==> src/common/core_macros.svh <==
`ifndef CORE_MACROS_SVH
`define CORE_MACROS_SVH

// first fetch address out of reset
`define CORE_RESET_PC 32'h0000_0000

// register tapped out as gp
`define CORE_GP_REG 5'd3

`endif

==> src/common/core_pkg.sv <==
package core_pkg;

    typedef logic [31:0] word_t;
    typedef logic [4:0]  reg_idx_t;

    typedef enum logic [2:0] {
        alu_add,
        alu_sub,
        alu_and,
        alu_or,
        alu_xor,
        alu_slt,
        alu_pass_b
    } alu_op_e;

    typedef enum logic [1:0] {
        mem_none,
        mem_load,
        mem_store
    } mem_op_e;

    typedef enum logic [1:0] {
        br_none,
        br_beq,
        br_bne,
        br_jal
    } branch_e;

    typedef struct packed {
        alu_op_e  alu_op;
        logic     use_imm;
        logic     use_pc;
        mem_op_e  mem_op;
        branch_e  branch;
        logic     rf_wen;
        reg_idx_t wb_addr;
        logic     is_exit;
    } ctrl_t;

    typedef struct packed {
        logic  valid;
        word_t pc;
        word_t inst;
    } if_id_t;

    typedef struct packed {
        logic  valid;
        word_t pc;
        ctrl_t ctrl;
        word_t rs1_val;
        word_t rs2_val;
        word_t imm;
    } id_ex_t;

    typedef struct packed {
        logic  valid;
        ctrl_t ctrl;
        word_t alu_out;
        word_t store_data;
    } ex_mem_t;

    typedef struct packed {
        logic     valid;
        logic     rf_wen;
        reg_idx_t wb_addr;
        word_t    wb_data;
        logic     is_exit;
    } mem_wb_t;

    // pending register write seen by the hazard check
    typedef struct packed {
        logic     busy;
        reg_idx_t addr;
    } writer_t;

endpackage

==> src/verilog/register_file.sv <==
`include "core_macros.svh"

module register_file (
    input  logic               clk,
    input  logic               arst_n,
    input  core_pkg::reg_idx_t rs1_idx,
    input  core_pkg::reg_idx_t rs2_idx,
    output core_pkg::word_t    rs1_val,
    output core_pkg::word_t    rs2_val,
    input  logic               wen,
    input  core_pkg::reg_idx_t waddr,
    input  core_pkg::word_t    wdata,
    output core_pkg::word_t    gp
);
    import core_pkg::*;

    word_t regs [32];

    always_ff @(posedge clk or negedge arst_n) begin
        if (!arst_n) begin
            for (int i = 0; i < 32; i++) begin
                regs[i] <= '0;
            end
        end else if (wen && waddr != '0) begin
            regs[waddr] <= wdata;
        end
    end

    // reads see the old value during a write
    assign rs1_val = regs[rs1_idx];
    assign rs2_val = regs[rs2_idx];
    assign gp      = regs[`CORE_GP_REG];

    assert property (@(posedge clk) disable iff (!arst_n) wen && waddr == '0 |=> regs[0] == '0);

endmodule

==> src/fetch/fetch_stage.sv <==
`include "core_macros.svh"

module fetch_stage (
    input  logic             clk,
    input  logic             arst_n,
    output logic             imem_start,
    output core_pkg::word_t  imem_addr,
    input  logic             imem_ready,
    input  core_pkg::word_t  imem_data,
    input  logic             imem_valid,
    input  logic             stall,
    input  logic             redirect,
    input  core_pkg::word_t  redirect_target,
    input  logic             halt,
    output core_pkg::if_id_t if_out
);
    import core_pkg::*;

    typedef enum logic [1:0] {
        idle,
        wait_ready,
        wait_data
    } state_e;

    state_e state;
    word_t  pc;
    word_t  req_pc;
    word_t  fetch_pc;
    logic   drop;
    logic   resp_live;
    logic   issue;
    if_id_t buf_q;

    assign imem_start = state == wait_ready;
    assign imem_addr  = req_pc;
    assign resp_live  = state == wait_data && imem_valid && !drop;
    // hold off while a stalled response sits in the buffer
    assign issue      = state == idle && !halt && !buf_q.valid;
    assign fetch_pc   = redirect ? redirect_target : pc;

    always_ff @(posedge clk or negedge arst_n) begin
        if (!arst_n) begin
            state  <= idle;
            pc     <= `CORE_RESET_PC;
            req_pc <= `CORE_RESET_PC;
            drop   <= 1'b0;
        end else begin
            if (issue) begin
                req_pc <= fetch_pc;
                pc     <= fetch_pc + 32'd4;
            end else if (redirect) begin
                pc <= redirect_target;
            end

            case (state)
                idle:       if (issue) state <= wait_ready;
                wait_ready: if (imem_ready) state <= wait_data;
                wait_data:  if (imem_valid) state <= idle;
                default:    state <= idle;
            endcase

            // request in flight belongs to the old path
            if (redirect && (state == wait_ready || (state == wait_data && !imem_valid))) begin
                drop <= 1'b1;
            end else if (state == wait_data && imem_valid) begin
                drop <= 1'b0;
            end
        end
    end

    always_ff @(posedge clk or negedge arst_n) begin
        if (!arst_n) begin
            buf_q <= '0;
        end else if (redirect || !stall) begin
            buf_q.valid <= 1'b0;
        end else if (resp_live) begin
            buf_q <= '{valid: 1'b1, pc: req_pc, inst: imem_data};
        end
    end

    always_comb begin
        if (buf_q.valid) begin
            if_out = buf_q;
        end else begin
            if_out = '{valid: resp_live, pc: req_pc, inst: imem_data};
        end
    end

    assert property (@(posedge clk) disable iff (!arst_n)
        imem_start && !imem_ready |=> imem_start && $stable(imem_addr));

endmodule

==> src/decode/decode_stage.sv <==
module decode_stage (
    input  core_pkg::if_id_t   id_in,
    output core_pkg::reg_idx_t rs1_idx,
    output core_pkg::reg_idx_t rs2_idx,
    input  core_pkg::word_t    rs1_val,
    input  core_pkg::word_t    rs2_val,
    input  core_pkg::writer_t  ex_busy,
    input  core_pkg::writer_t  mem_busy,
    input  core_pkg::writer_t  wb_busy,
    output logic               hazard_stall,
    output core_pkg::id_ex_t   id_out
);
    import core_pkg::*;

    localparam logic [6:0] op_lui    = 7'b0110111;
    localparam logic [6:0] op_jal    = 7'b1101111;
    localparam logic [6:0] op_branch = 7'b1100011;
    localparam logic [6:0] op_load   = 7'b0000011;
    localparam logic [6:0] op_store  = 7'b0100011;
    localparam logic [6:0] op_imm    = 7'b0010011;
    localparam logic [6:0] op_reg    = 7'b0110011;
    localparam logic [6:0] op_system = 7'b1110011;

    word_t      inst;
    logic [2:0] funct3;
    logic       use_rs1;
    logic       use_rs2;
    ctrl_t      ctrl;
    word_t      imm;

    function automatic logic hits(reg_idx_t idx, writer_t w);
        return idx != '0 && w.busy && w.addr == idx;
    endfunction

    assign inst    = id_in.inst;
    assign funct3  = inst[14:12];
    assign rs1_idx = inst[19:15];
    assign rs2_idx = inst[24:20];

    always_comb begin
        ctrl.alu_op  = alu_add;
        ctrl.use_imm = 1'b0;
        ctrl.use_pc  = 1'b0;
        ctrl.mem_op  = mem_none;
        ctrl.branch  = br_none;
        ctrl.rf_wen  = 1'b0;
        ctrl.wb_addr = inst[11:7];
        ctrl.is_exit = 1'b0;
        use_rs1      = 1'b0;
        use_rs2      = 1'b0;
        imm          = {{20{inst[31]}}, inst[31:20]};
        case (inst[6:0])
            op_lui: begin
                ctrl.alu_op  = alu_pass_b;
                ctrl.use_imm = 1'b1;
                ctrl.rf_wen  = 1'b1;
                imm          = {inst[31:12], 12'b0};
            end
            op_jal: begin
                // link is pc + 4
                ctrl.use_pc = 1'b1;
                ctrl.branch = br_jal;
                ctrl.rf_wen = 1'b1;
                imm = {{11{inst[31]}}, inst[31], inst[19:12], inst[20], inst[30:21], 1'b0};
            end
            op_branch: begin
                use_rs1 = 1'b1;
                use_rs2 = 1'b1;
                imm = {{19{inst[31]}}, inst[31], inst[7], inst[30:25], inst[11:8], 1'b0};
                if (funct3 == 3'b000) begin
                    ctrl.branch = br_beq;
                end else if (funct3 == 3'b001) begin
                    ctrl.branch = br_bne;
                end
            end
            op_load: begin
                use_rs1      = 1'b1;
                ctrl.use_imm = 1'b1;
                ctrl.mem_op  = mem_load;
                ctrl.rf_wen  = 1'b1;
            end
            op_store: begin
                use_rs1      = 1'b1;
                use_rs2      = 1'b1;
                ctrl.use_imm = 1'b1;
                ctrl.mem_op  = mem_store;
                imm          = {{20{inst[31]}}, inst[31:25], inst[11:7]};
            end
            op_imm: begin
                use_rs1      = 1'b1;
                ctrl.use_imm = 1'b1;
                ctrl.rf_wen  = 1'b1;
                case (funct3)
                    3'b000:  ctrl.alu_op = alu_add;
                    3'b100:  ctrl.alu_op = alu_xor;
                    3'b110:  ctrl.alu_op = alu_or;
                    3'b111:  ctrl.alu_op = alu_and;
                    default: ctrl.rf_wen = 1'b0;
                endcase
            end
            op_reg: begin
                use_rs1     = 1'b1;
                use_rs2     = 1'b1;
                ctrl.rf_wen = 1'b1;
                case (funct3)
                    3'b000:  ctrl.alu_op = inst[30] ? alu_sub : alu_add;
                    3'b010:  ctrl.alu_op = alu_slt;
                    3'b100:  ctrl.alu_op = alu_xor;
                    3'b110:  ctrl.alu_op = alu_or;
                    3'b111:  ctrl.alu_op = alu_and;
                    default: ctrl.rf_wen = 1'b0;
                endcase
            end
            // only ECALL is decoded here
            op_system: ctrl.is_exit = inst[31:7] == '0;
            default: ;
        endcase
    end

    // no forwarding, so wait until every older writer has retired
    assign hazard_stall = id_in.valid && (
        (use_rs1 && (hits(rs1_idx, ex_busy) || hits(rs1_idx, mem_busy) ||
                     hits(rs1_idx, wb_busy))) ||
        (use_rs2 && (hits(rs2_idx, ex_busy) || hits(rs2_idx, mem_busy) ||
                     hits(rs2_idx, wb_busy))));

    always_comb begin
        id_out.valid   = id_in.valid && !hazard_stall;
        id_out.pc      = id_in.pc;
        id_out.ctrl    = ctrl;
        id_out.rs1_val = rs1_val;
        id_out.rs2_val = rs2_val;
        id_out.imm     = imm;
    end

endmodule

==> src/execute/execute_stage.sv <==
module execute_stage (
    input  core_pkg::id_ex_t  ex_in,
    output core_pkg::ex_mem_t ex_out,
    output logic              redirect,
    output core_pkg::word_t   redirect_target
);
    import core_pkg::*;

    word_t op_a;
    word_t op_b;
    word_t alu_out;
    logic  taken;

    always_comb begin
        op_a = ex_in.ctrl.use_pc ? ex_in.pc : ex_in.rs1_val;
        if (ex_in.ctrl.use_imm) begin
            op_b = ex_in.imm;
        end else if (ex_in.ctrl.use_pc) begin
            op_b = 32'd4;
        end else begin
            op_b = ex_in.rs2_val;
        end
    end

    always_comb begin
        case (ex_in.ctrl.alu_op)
            alu_sub:    alu_out = op_a - op_b;
            alu_and:    alu_out = op_a & op_b;
            alu_or:     alu_out = op_a | op_b;
            alu_xor:    alu_out = op_a ^ op_b;
            alu_slt:    alu_out = {31'b0, $signed(op_a) < $signed(op_b)};
            alu_pass_b: alu_out = op_b;
            default:    alu_out = op_a + op_b;
        endcase
    end

    always_comb begin
        case (ex_in.ctrl.branch)
            br_beq:  taken = ex_in.rs1_val == ex_in.rs2_val;
            br_bne:  taken = ex_in.rs1_val != ex_in.rs2_val;
            br_jal:  taken = 1'b1;
            default: taken = 1'b0;
        endcase
    end

    assign redirect        = ex_in.valid && taken;
    assign redirect_target = ex_in.pc + ex_in.imm;

    assign ex_out = '{
        valid:      ex_in.valid,
        ctrl:       ex_in.ctrl,
        alu_out:    alu_out,
        store_data: ex_in.rs2_val
    };

endmodule

==> src/memory/memory_stage.sv <==
module memory_stage (
    input  logic              clk,
    input  logic              arst_n,
    input  core_pkg::ex_mem_t mem_in,
    output logic              dmem_start,
    output logic              dmem_write,
    output core_pkg::word_t   dmem_addr,
    output core_pkg::word_t   dmem_wdata,
    input  logic              dmem_ready,
    input  core_pkg::word_t   dmem_rdata,
    input  logic              dmem_valid,
    output logic              mem_stall,
    output core_pkg::mem_wb_t wb_out
);
    import core_pkg::*;

    typedef enum logic [1:0] {
        idle,
        wait_ready,
        wait_data
    } state_e;

    state_e state;
    logic   is_mem;
    logic   done;
    logic   resp_pending;

    assign is_mem = mem_in.valid && mem_in.ctrl.mem_op != mem_none;
    assign done   = state == wait_data && dmem_valid;

    // the entry stays in EX/MEM until its response is back
    assign mem_stall  = is_mem && !done;
    assign dmem_start = state == wait_ready;
    assign dmem_write = dmem_start && mem_in.ctrl.mem_op == mem_store;
    assign dmem_addr  = mem_in.alu_out;
    assign dmem_wdata = mem_in.store_data;

    always_ff @(posedge clk or negedge arst_n) begin
        if (!arst_n) begin
            state <= idle;
        end else begin
            case (state)
                idle:       if (is_mem) state <= wait_ready;
                wait_ready: if (dmem_ready) state <= wait_data;
                wait_data:  if (dmem_valid) state <= idle;
                default:    state <= idle;
            endcase
        end
    end

    // accepted request still waiting for its response
    always_ff @(posedge clk or negedge arst_n) begin
        if (!arst_n) begin
            resp_pending <= 1'b0;
        end else if (dmem_start && dmem_ready) begin
            resp_pending <= 1'b1;
        end else if (dmem_valid) begin
            resp_pending <= 1'b0;
        end
    end

    always_comb begin
        wb_out.valid   = mem_in.valid && !mem_stall;
        wb_out.rf_wen  = mem_in.ctrl.rf_wen;
        wb_out.wb_addr = mem_in.ctrl.wb_addr;
        wb_out.wb_data = mem_in.ctrl.mem_op == mem_load ? dmem_rdata : mem_in.alu_out;
        wb_out.is_exit = mem_in.ctrl.is_exit;
    end

    // one request outstanding on the data port
    assert property (@(posedge clk) disable iff (!arst_n) resp_pending |-> !dmem_start);

endmodule

==> src/verilog/core_top.sv <==
module core_top (
    input  logic            clk,
    input  logic            arst_n,

    output logic            imem_start,
    output core_pkg::word_t imem_addr,
    input  logic            imem_ready,
    input  core_pkg::word_t imem_data,
    input  logic            imem_valid,

    output logic            dmem_start,
    output logic            dmem_write,
    output core_pkg::word_t dmem_addr,
    output core_pkg::word_t dmem_wdata,
    input  logic            dmem_ready,
    input  core_pkg::word_t dmem_rdata,
    input  logic            dmem_valid,

    output logic            exit,
    output core_pkg::word_t gp
);
    import core_pkg::*;

    if_id_t   if_out;
    if_id_t   if_id_q;
    id_ex_t   id_out;
    id_ex_t   id_ex_q;
    ex_mem_t  ex_out;
    ex_mem_t  ex_mem_q;
    ex_mem_t  mem_in;
    mem_wb_t  wb_out;
    mem_wb_t  mem_wb_q;

    reg_idx_t rs1_idx;
    reg_idx_t rs2_idx;
    word_t    rs1_val;
    word_t    rs2_val;
    writer_t  ex_busy;
    writer_t  mem_busy;
    writer_t  wb_busy;

    logic     hazard_stall;
    logic     mem_stall;
    logic     ex_stall;
    logic     id_stall;
    logic     if_stall;
    logic     ex_redirect;
    logic     redirect;
    word_t    redirect_target;
    logic     retire_exit;
    logic     flush_all;

    // stall chain runs from memory back to fetch
    assign ex_stall = mem_stall;
    assign id_stall = ex_stall || hazard_stall;
    assign if_stall = id_stall;

    assign redirect    = ex_redirect && !ex_stall;
    assign retire_exit = mem_wb_q.valid && mem_wb_q.is_exit;
    assign flush_all   = exit || retire_exit;

    assign ex_busy  = '{busy: id_ex_q.valid && id_ex_q.ctrl.rf_wen, addr: id_ex_q.ctrl.wb_addr};
    assign mem_busy = '{busy: ex_mem_q.valid && ex_mem_q.ctrl.rf_wen, addr: ex_mem_q.ctrl.wb_addr};
    assign wb_busy  = '{busy: mem_wb_q.valid && mem_wb_q.rf_wen, addr: mem_wb_q.wb_addr};

    always_ff @(posedge clk or negedge arst_n) begin
        if (!arst_n) begin
            if_id_q  <= '0;
            id_ex_q  <= '0;
            ex_mem_q <= '0;
            mem_wb_q <= '0;
        end else begin
            if (flush_all || redirect) begin
                if_id_q.valid <= 1'b0;
            end else if (!if_stall) begin
                if_id_q <= if_out;
            end

            if (flush_all || redirect) begin
                id_ex_q.valid <= 1'b0;
            end else if (!ex_stall) begin
                id_ex_q <= id_out;
            end

            if (flush_all) begin
                ex_mem_q.valid <= 1'b0;
            end else if (!mem_stall) begin
                ex_mem_q <= ex_out;
            end

            // memory emits a bubble while it waits
            if (flush_all) begin
                mem_wb_q.valid <= 1'b0;
            end else begin
                mem_wb_q <= wb_out;
            end
        end
    end

    always_ff @(posedge clk or negedge arst_n) begin
        if (!arst_n) begin
            exit <= 1'b0;
        end else if (retire_exit) begin
            exit <= 1'b1;
        end
    end

    // entry behind a retiring ECALL must not reach the data port
    always_comb begin
        mem_in       = ex_mem_q;
        mem_in.valid = ex_mem_q.valid && !retire_exit;
    end

    fetch_stage u_fetch (
        .clk             (clk),
        .arst_n          (arst_n),
        .imem_start      (imem_start),
        .imem_addr       (imem_addr),
        .imem_ready      (imem_ready),
        .imem_data       (imem_data),
        .imem_valid      (imem_valid),
        .stall           (if_stall),
        .redirect        (redirect),
        .redirect_target (redirect_target),
        .halt            (flush_all),
        .if_out          (if_out)
    );

    decode_stage u_decode (
        .id_in        (if_id_q),
        .rs1_idx      (rs1_idx),
        .rs2_idx      (rs2_idx),
        .rs1_val      (rs1_val),
        .rs2_val      (rs2_val),
        .ex_busy      (ex_busy),
        .mem_busy     (mem_busy),
        .wb_busy      (wb_busy),
        .hazard_stall (hazard_stall),
        .id_out       (id_out)
    );

    register_file u_regs (
        .clk     (clk),
        .arst_n  (arst_n),
        .rs1_idx (rs1_idx),
        .rs2_idx (rs2_idx),
        .rs1_val (rs1_val),
        .rs2_val (rs2_val),
        .wen     (mem_wb_q.valid && mem_wb_q.rf_wen),
        .waddr   (mem_wb_q.wb_addr),
        .wdata   (mem_wb_q.wb_data),
        .gp      (gp)
    );

    execute_stage u_execute (
        .ex_in           (id_ex_q),
        .ex_out          (ex_out),
        .redirect        (ex_redirect),
        .redirect_target (redirect_target)
    );

    memory_stage u_memory (
        .clk        (clk),
        .arst_n     (arst_n),
        .mem_in     (mem_in),
        .dmem_start (dmem_start),
        .dmem_write (dmem_write),
        .dmem_addr  (dmem_addr),
        .dmem_wdata (dmem_wdata),
        .dmem_ready (dmem_ready),
        .dmem_rdata (dmem_rdata),
        .dmem_valid (dmem_valid),
        .mem_stall  (mem_stall),
        .wb_out     (wb_out)
    );

    // nothing retires once the core has exited
    assert property (@(posedge clk) disable iff (!arst_n) exit |-> !mem_wb_q.valid);

endmodule

==> config.mk <==
export PLATFORM = sky130hd
export DESIGN_NAME = core_top
export DESIGN_NICKNAME = d
export VERILOG_FILES = /design/src/common/core_pkg.sv /design/src/verilog/register_file.sv /design/src/fetch/fetch_stage.sv /design/src/decode/decode_stage.sv /design/src/execute/execute_stage.sv /design/src/memory/memory_stage.sv /design/src/verilog/core_top.sv
export VERILOG_INCLUDE_DIRS = /design/src /design/src/common
export SDC_FILE = /design/constraint.sdc
export NUM_CORES = 2
export LEC_CHECK = 0
export BUFFER_PORTS_ARGS = -buffer_cell sky130_fd_sc_hd__buf_2
export CAP_MARGIN = 40
export CORE_ASPECT_RATIO = 1.4
export CORE_MARGIN = 10
export CORE_UTILIZATION = 64
export CTS_CLUSTER_SIZE = 12
export DETAILED_ROUTE_END_ITERATION = 10
export GPL_ROUTABILITY_DRIVEN = 0
export PLACE_DENSITY = 0.81
export SYNTH_ARGS = -nofsm -noshare
export SYNTH_HDL_FRONTEND = slang
export SYNTH_HIERARCHICAL = 1
export SYNTH_SLANG_ARGS = --single-unit
==> constraint.sdc <==
create_clock -name clk -period 6 [get_ports clk]
set_input_delay 0.3 -clock clk [delete_from_list [all_inputs] [get_ports clk]]
set_output_delay 0.3 -clock clk [all_outputs]
set_load 0.02 [all_outputs]
# Word-level counts from Yosys, hierarchy flattened
# Index checks and enable logic that the tools add are counted.
[totals]
reg_bits = 1490
output_inout_bits = 132
[op_classes]
reduce_logical = 77
n_addsub = 4
n_bitwise = 11
eq_ne = 45
muxes = 54
magnitude_cmp = 5
[op_table]
columns = ["cell", "n"]
rows = [
  ["$bwmux 1024", 1],
  ["$mux 32", 11],
  ["$bmux 32 s5", 2],
  ["$mux 65", 3],
  ["$pmux 32 s6", 1],
  ["$demux 32 s5", 1],
  ["$mux 145", 1],
  ["$pmux 31 s4", 1],
  ["$mux 81", 1],
  ["$add 32x32->32", 2],
  ["$logic_and 1x1->1", 36],
  ["$add 32x3->32 const B", 1],
  ["$and 32x32->32", 1],
  ["$eq 32x32->1", 1],
  ["$lt 32x32->1", 1],
  ["$ne 32x32->1", 1],
  ["$or 32x32->32", 1],
  ["$sub 32x32->32", 1],
  ["$xor 32x32->32", 1],
  ["$eq 5x5->1", 6],
  ["$logic_not 25->1", 1],
  ["$eq 7x6->1 const B", 3],
  ["$eq 7x7->1 const B", 3],
  ["$eq 3x3->1 const B", 6],
  ["other kinds (30)", 109],
]

# Logic depth before layout (Yosys ltp)
[depth]
ltp_word = 13
mapped_depth = 20
ltp_nobuf = 18

# Hierarchy
# The synthesis kept the hierarchy.
[by_module_without_submodules]
columns = ["module", "instances", "seq_area_each_um2", "cells_each", "area_each_um2"]
rows = [
  ["register_file", 1, 25624.6, 4633, 56186.4],
  ["core_top", 1, 8308.0, 796, 12590.8],
  ["execute_stage", 1, 0.0, 1259, 8394.3],
  ["fetch_stage", 1, 3303.2, 531, 6482.5],
  ["decode_stage", 1, 0.0, 271, 1881.8],
  ["memory_stage", 1, 50.0, 122, 1211.2],
]

# Worst setup path before layout
# No wires, ideal clock.
[synth_timing]
path_kind = "register to register"
start = "register id_ex_q[107] in the netlist's numbering"
end = "register ex_mem_q[55] in the netlist's numbering"
setup_slack_ps = 1596
required_ps = 5875
path_buffers = 5
synth_period_minus_slack_ps = 4404
setup_time_ps = 125
path_stages_with_launch = 20
arrival_time_ps = 4279
cell_sequence = "dfrtp_1 > clkbuf_1 > nor2_1 > clkbuf_1 > buf_1 > clkbuf_1 > a22oi_1 > inv_1 > ha_1 > clkbuf_1 > a21oi_1 > o21ai_0 > a31oi_1 > o21ai_0 > or4b_2 > o21a_1 > a221o_1 > o21ai_0 > o221ai_1 > mux2_2"
[synth_lines]
columns = ["item", "line_no", "source"]
rows = [
  ["from (decl)", "core_top.sv:27", "id_ex_t id_ex_q;"],
  ["from (signal assigned)", "core_top.sv:82", "id_ex_q <= id_out;"],
  ["to (signal assigned)", "core_top.sv:88", "ex_mem_q <= ex_out;"],
  ["to (decl)", "core_top.sv:29", "ex_mem_t ex_mem_q;"],
]

==> flow_summary.json <==
{
  "status": "finished clean",
  "die_y_um": 455,
  "ys_warn_count": 6,
  "hold_start": "dmem_rdata[9]",
  "ant_nets": 0,
  "area_growth_pct": 6.29,
  "grtUsageTotal_pct": 35.2,
  "hold-path-endpoint": "mem_wb_q[10]",
  "period_minus_slack_ns": 4.93,
  "cpMaxStageDelayCell": "a22oi_1",
  "grt_max_degree": 188,
  "timing.hold.ws_ns": 0.0860,
  "clock_sinks": 1483,
  "initial_core_util_pct": 64.5,
  "r2r_cells": 15,
  "dp_cells": 8838,
  "crit_type": "reg -> reg",
  "synthCells": 7591,
  "via_per_inst": 6.96,
  "total_power_mw": 25.5,
  "path_cells": "nor2_2, buf_4, a22oi_1, inv_1, ha_1, nor2_1, and3_1, o211ai_2, a2111oi_4, o41ai_2, o41a_1, and2_4, o221ai_1, a21oi_1, mux2_2",
  "hold_viol_final": 0,
  "ios": 202,
  "clock_path_buffers": 3,
  "drc": 0,
  "cts.clk_slew.worst_paths_ns": 0.06,
  "maxCapViolCount": 0,
  "cts_tree": "yes",
  "cts-root-buf": "clkbuf_16",
  "cts_inserted_buffers": 147,
  "first_pass_iters": 9,
  "core_region_area_um2": 134000,
  "grt_pass1_wl_mm": 403,
  "layout-drive-gt1-share_pct": 27.8,
  "fin_crit_sh_pct": 82.1,
  "fin_cells": 9142,
  "vias": 63600,
  "drt_iter0_markers": 6838,
  "cellLeakagePower_nw": 45.2,
  "tns_ns": 0,
  "setup_viol": 0,
  "cts.repair.resized": 0,
  "critPathMaxStageDelay_ns": 0.76,
  "tightest_slew_ns": 1.07,
  "place_hpwl_mm": 173,
  "synth.avg_cell_area_um2": 11.4,
  "layout.nets": 7492,
  "die_x_um": 331,
  "fmax_ghz": 0.203,
  "ir_drop_mv": 0.313,
  "min_path_type": "in -> reg",
  "syn_area_um2": 86400,
  "grt-ovfl-total": 0,
  "die-area_um2": 150000,
  "hold_depth": 4,
  "finalMaxSlewViolations": 0,
  "fin_skew_ns": 0.0359,
  "maxSlewHeadroom_pct": 28.4,
  "antenna_found_initial": 36,
  "r2r-end": "ex_mem_q[32]",
  "power_density_nw_per_um2": 278,
  "htree_levels": 4,
  "insertion_delay_ns": 0.83,
  "start_kind": "flop",
  "cp.arrival_ns": 5.63,
  "r2r_start": "id_ex_q[108]",
  "cp.required_ns": 6.70,
  "drt-wirelength-per-cell_um": 29.6,
  "endpoint_kind": "flop",
  "grt_setup_unrepaired": "no",
  "rows": 159,
  "syn-num-nets": 7792,
  "drt-total-wl_mm": 270,
  "portBuffers": 201,
  "grt_pass1_vias": 64500,
  "rrSetupSlack_ns": 1.07,
  "path_max_fanout": 24
}
[final cells by class]
| cell class | instances | area, um2 |
|---|---|---|
| Antenna cell | 17 | 42.5 |
| Clock buffer | 189 | 3920 |
| Clock inverter | 23 | 352 |
| Fill cell | 9391 | 42200 |
| Inverter | 122 | 458 |
| Multi-Input combinational cell | 5094 | 43700 |
| Sequential cell | 1483 | 37100 |
| Tap cell | 1771 | 2220 |
| Timing Repair Buffer | 443 | 4040 |
[cell usage in the layout, fill, tap and decap left out, drive strengths merged, types with 81 or more instances in the layout]
cell type,instances
a21oi,313
a22o,139
a22oi,233
a31oi,81
buf,373
clkbuf,190
dfrtp,1483
ha,128
inv,128
mux2,1470
mux2i,1058
nand2,483
nand3,229
nor2,152
nor3,102
o21ai,131
[worst max-delay path by stage]
stage                  from             end  slack (ns)  cells past startpoint
6_report       id_ex_q[108]    ex_mem_q[32]        1.07                     15
5_1_grt        id_ex_q[112]  u_fetch/pc[28]        1.04                     18
4_1_cts         id_ex_q[39]  u_fetch/pc[30]        1.26                     14
3_5_place_dp    id_ex_q[92]  u_fetch/pc[30]        1.34                     14
3_3_place_gp    id_ex_q[92]  u_fetch/pc[30]        1.38                     14
2_1_floorplan  id_ex_q[107]    ex_mem_q[55]        1.61                     19
[critical path: cells and delay by family (launching register included)]
kind	cells	cell delay, ns
mux	1	0.28
compound gates	7	2.49
fa+ha+maj	1	0.44
flops	1	0.37
simple gates	4	0.86
buf+inv	2	0.36
[sequential cells by signal, indices dropped and copies added (netlist names)]
register	cells
ex_busy	5
ex_mem_q	74
exit	1
id_ex_q	140
if_id_q	65
mem_wb_q	40
u_fetch/buf_q	65
u_fetch/drop	1
u_fetch/imem_addr	32
u_fetch/pc	32
u_fetch/state	2
u_memory/state	2
u_regs/gp	32
u_regs/regs	992
[through the flow]
step / setup WS (ns) / instance area, um2 / utilization [%]
2_1_floorplan: 1.61 / 86400 / -
3_3_place_gp: 1.38 / 85800 / 64.0
3_5_place_dp: 1.34 / 86800 / 64.8
4_1_cts: 1.26 / 91800 / 68.5
5_1_grt: 1.04 / 91800 / 68.5
6_report: 1.07 / 91900 / 68.5
[metal layers]
layer	global-route usage, %	part of all wire, %	vias up	wire length, um
met4	28.6	9.6	40	25900
met5	0	0.091	-	246
met1	41.0	36	32000	96900
met3	8.54	8.8	1271	23800
li1	-	-	26600	-
met2	55.0	46	3723	123000
[what timing repair did]
action,in CTS,in global routing
hold endpoints to repair,238,0
hold buffers,69,0
endpoints found under the setup margin,0,0
buffers inserted,0,0
[power by group]
part / switching [mW] / internal, mW / total, mW / leakage, nW
Sequential: 0.832 / 10.5 / 11.3 / 20.2
Combinational: 3.45 / 2.06 / 5.52 / 22.9
Clock: 3.99 / 4.71 / 8.70 / 2.07
Total: 8.28 / 17.2 / 25.5 / 45.2
Power figures use the tool's default switching activity.
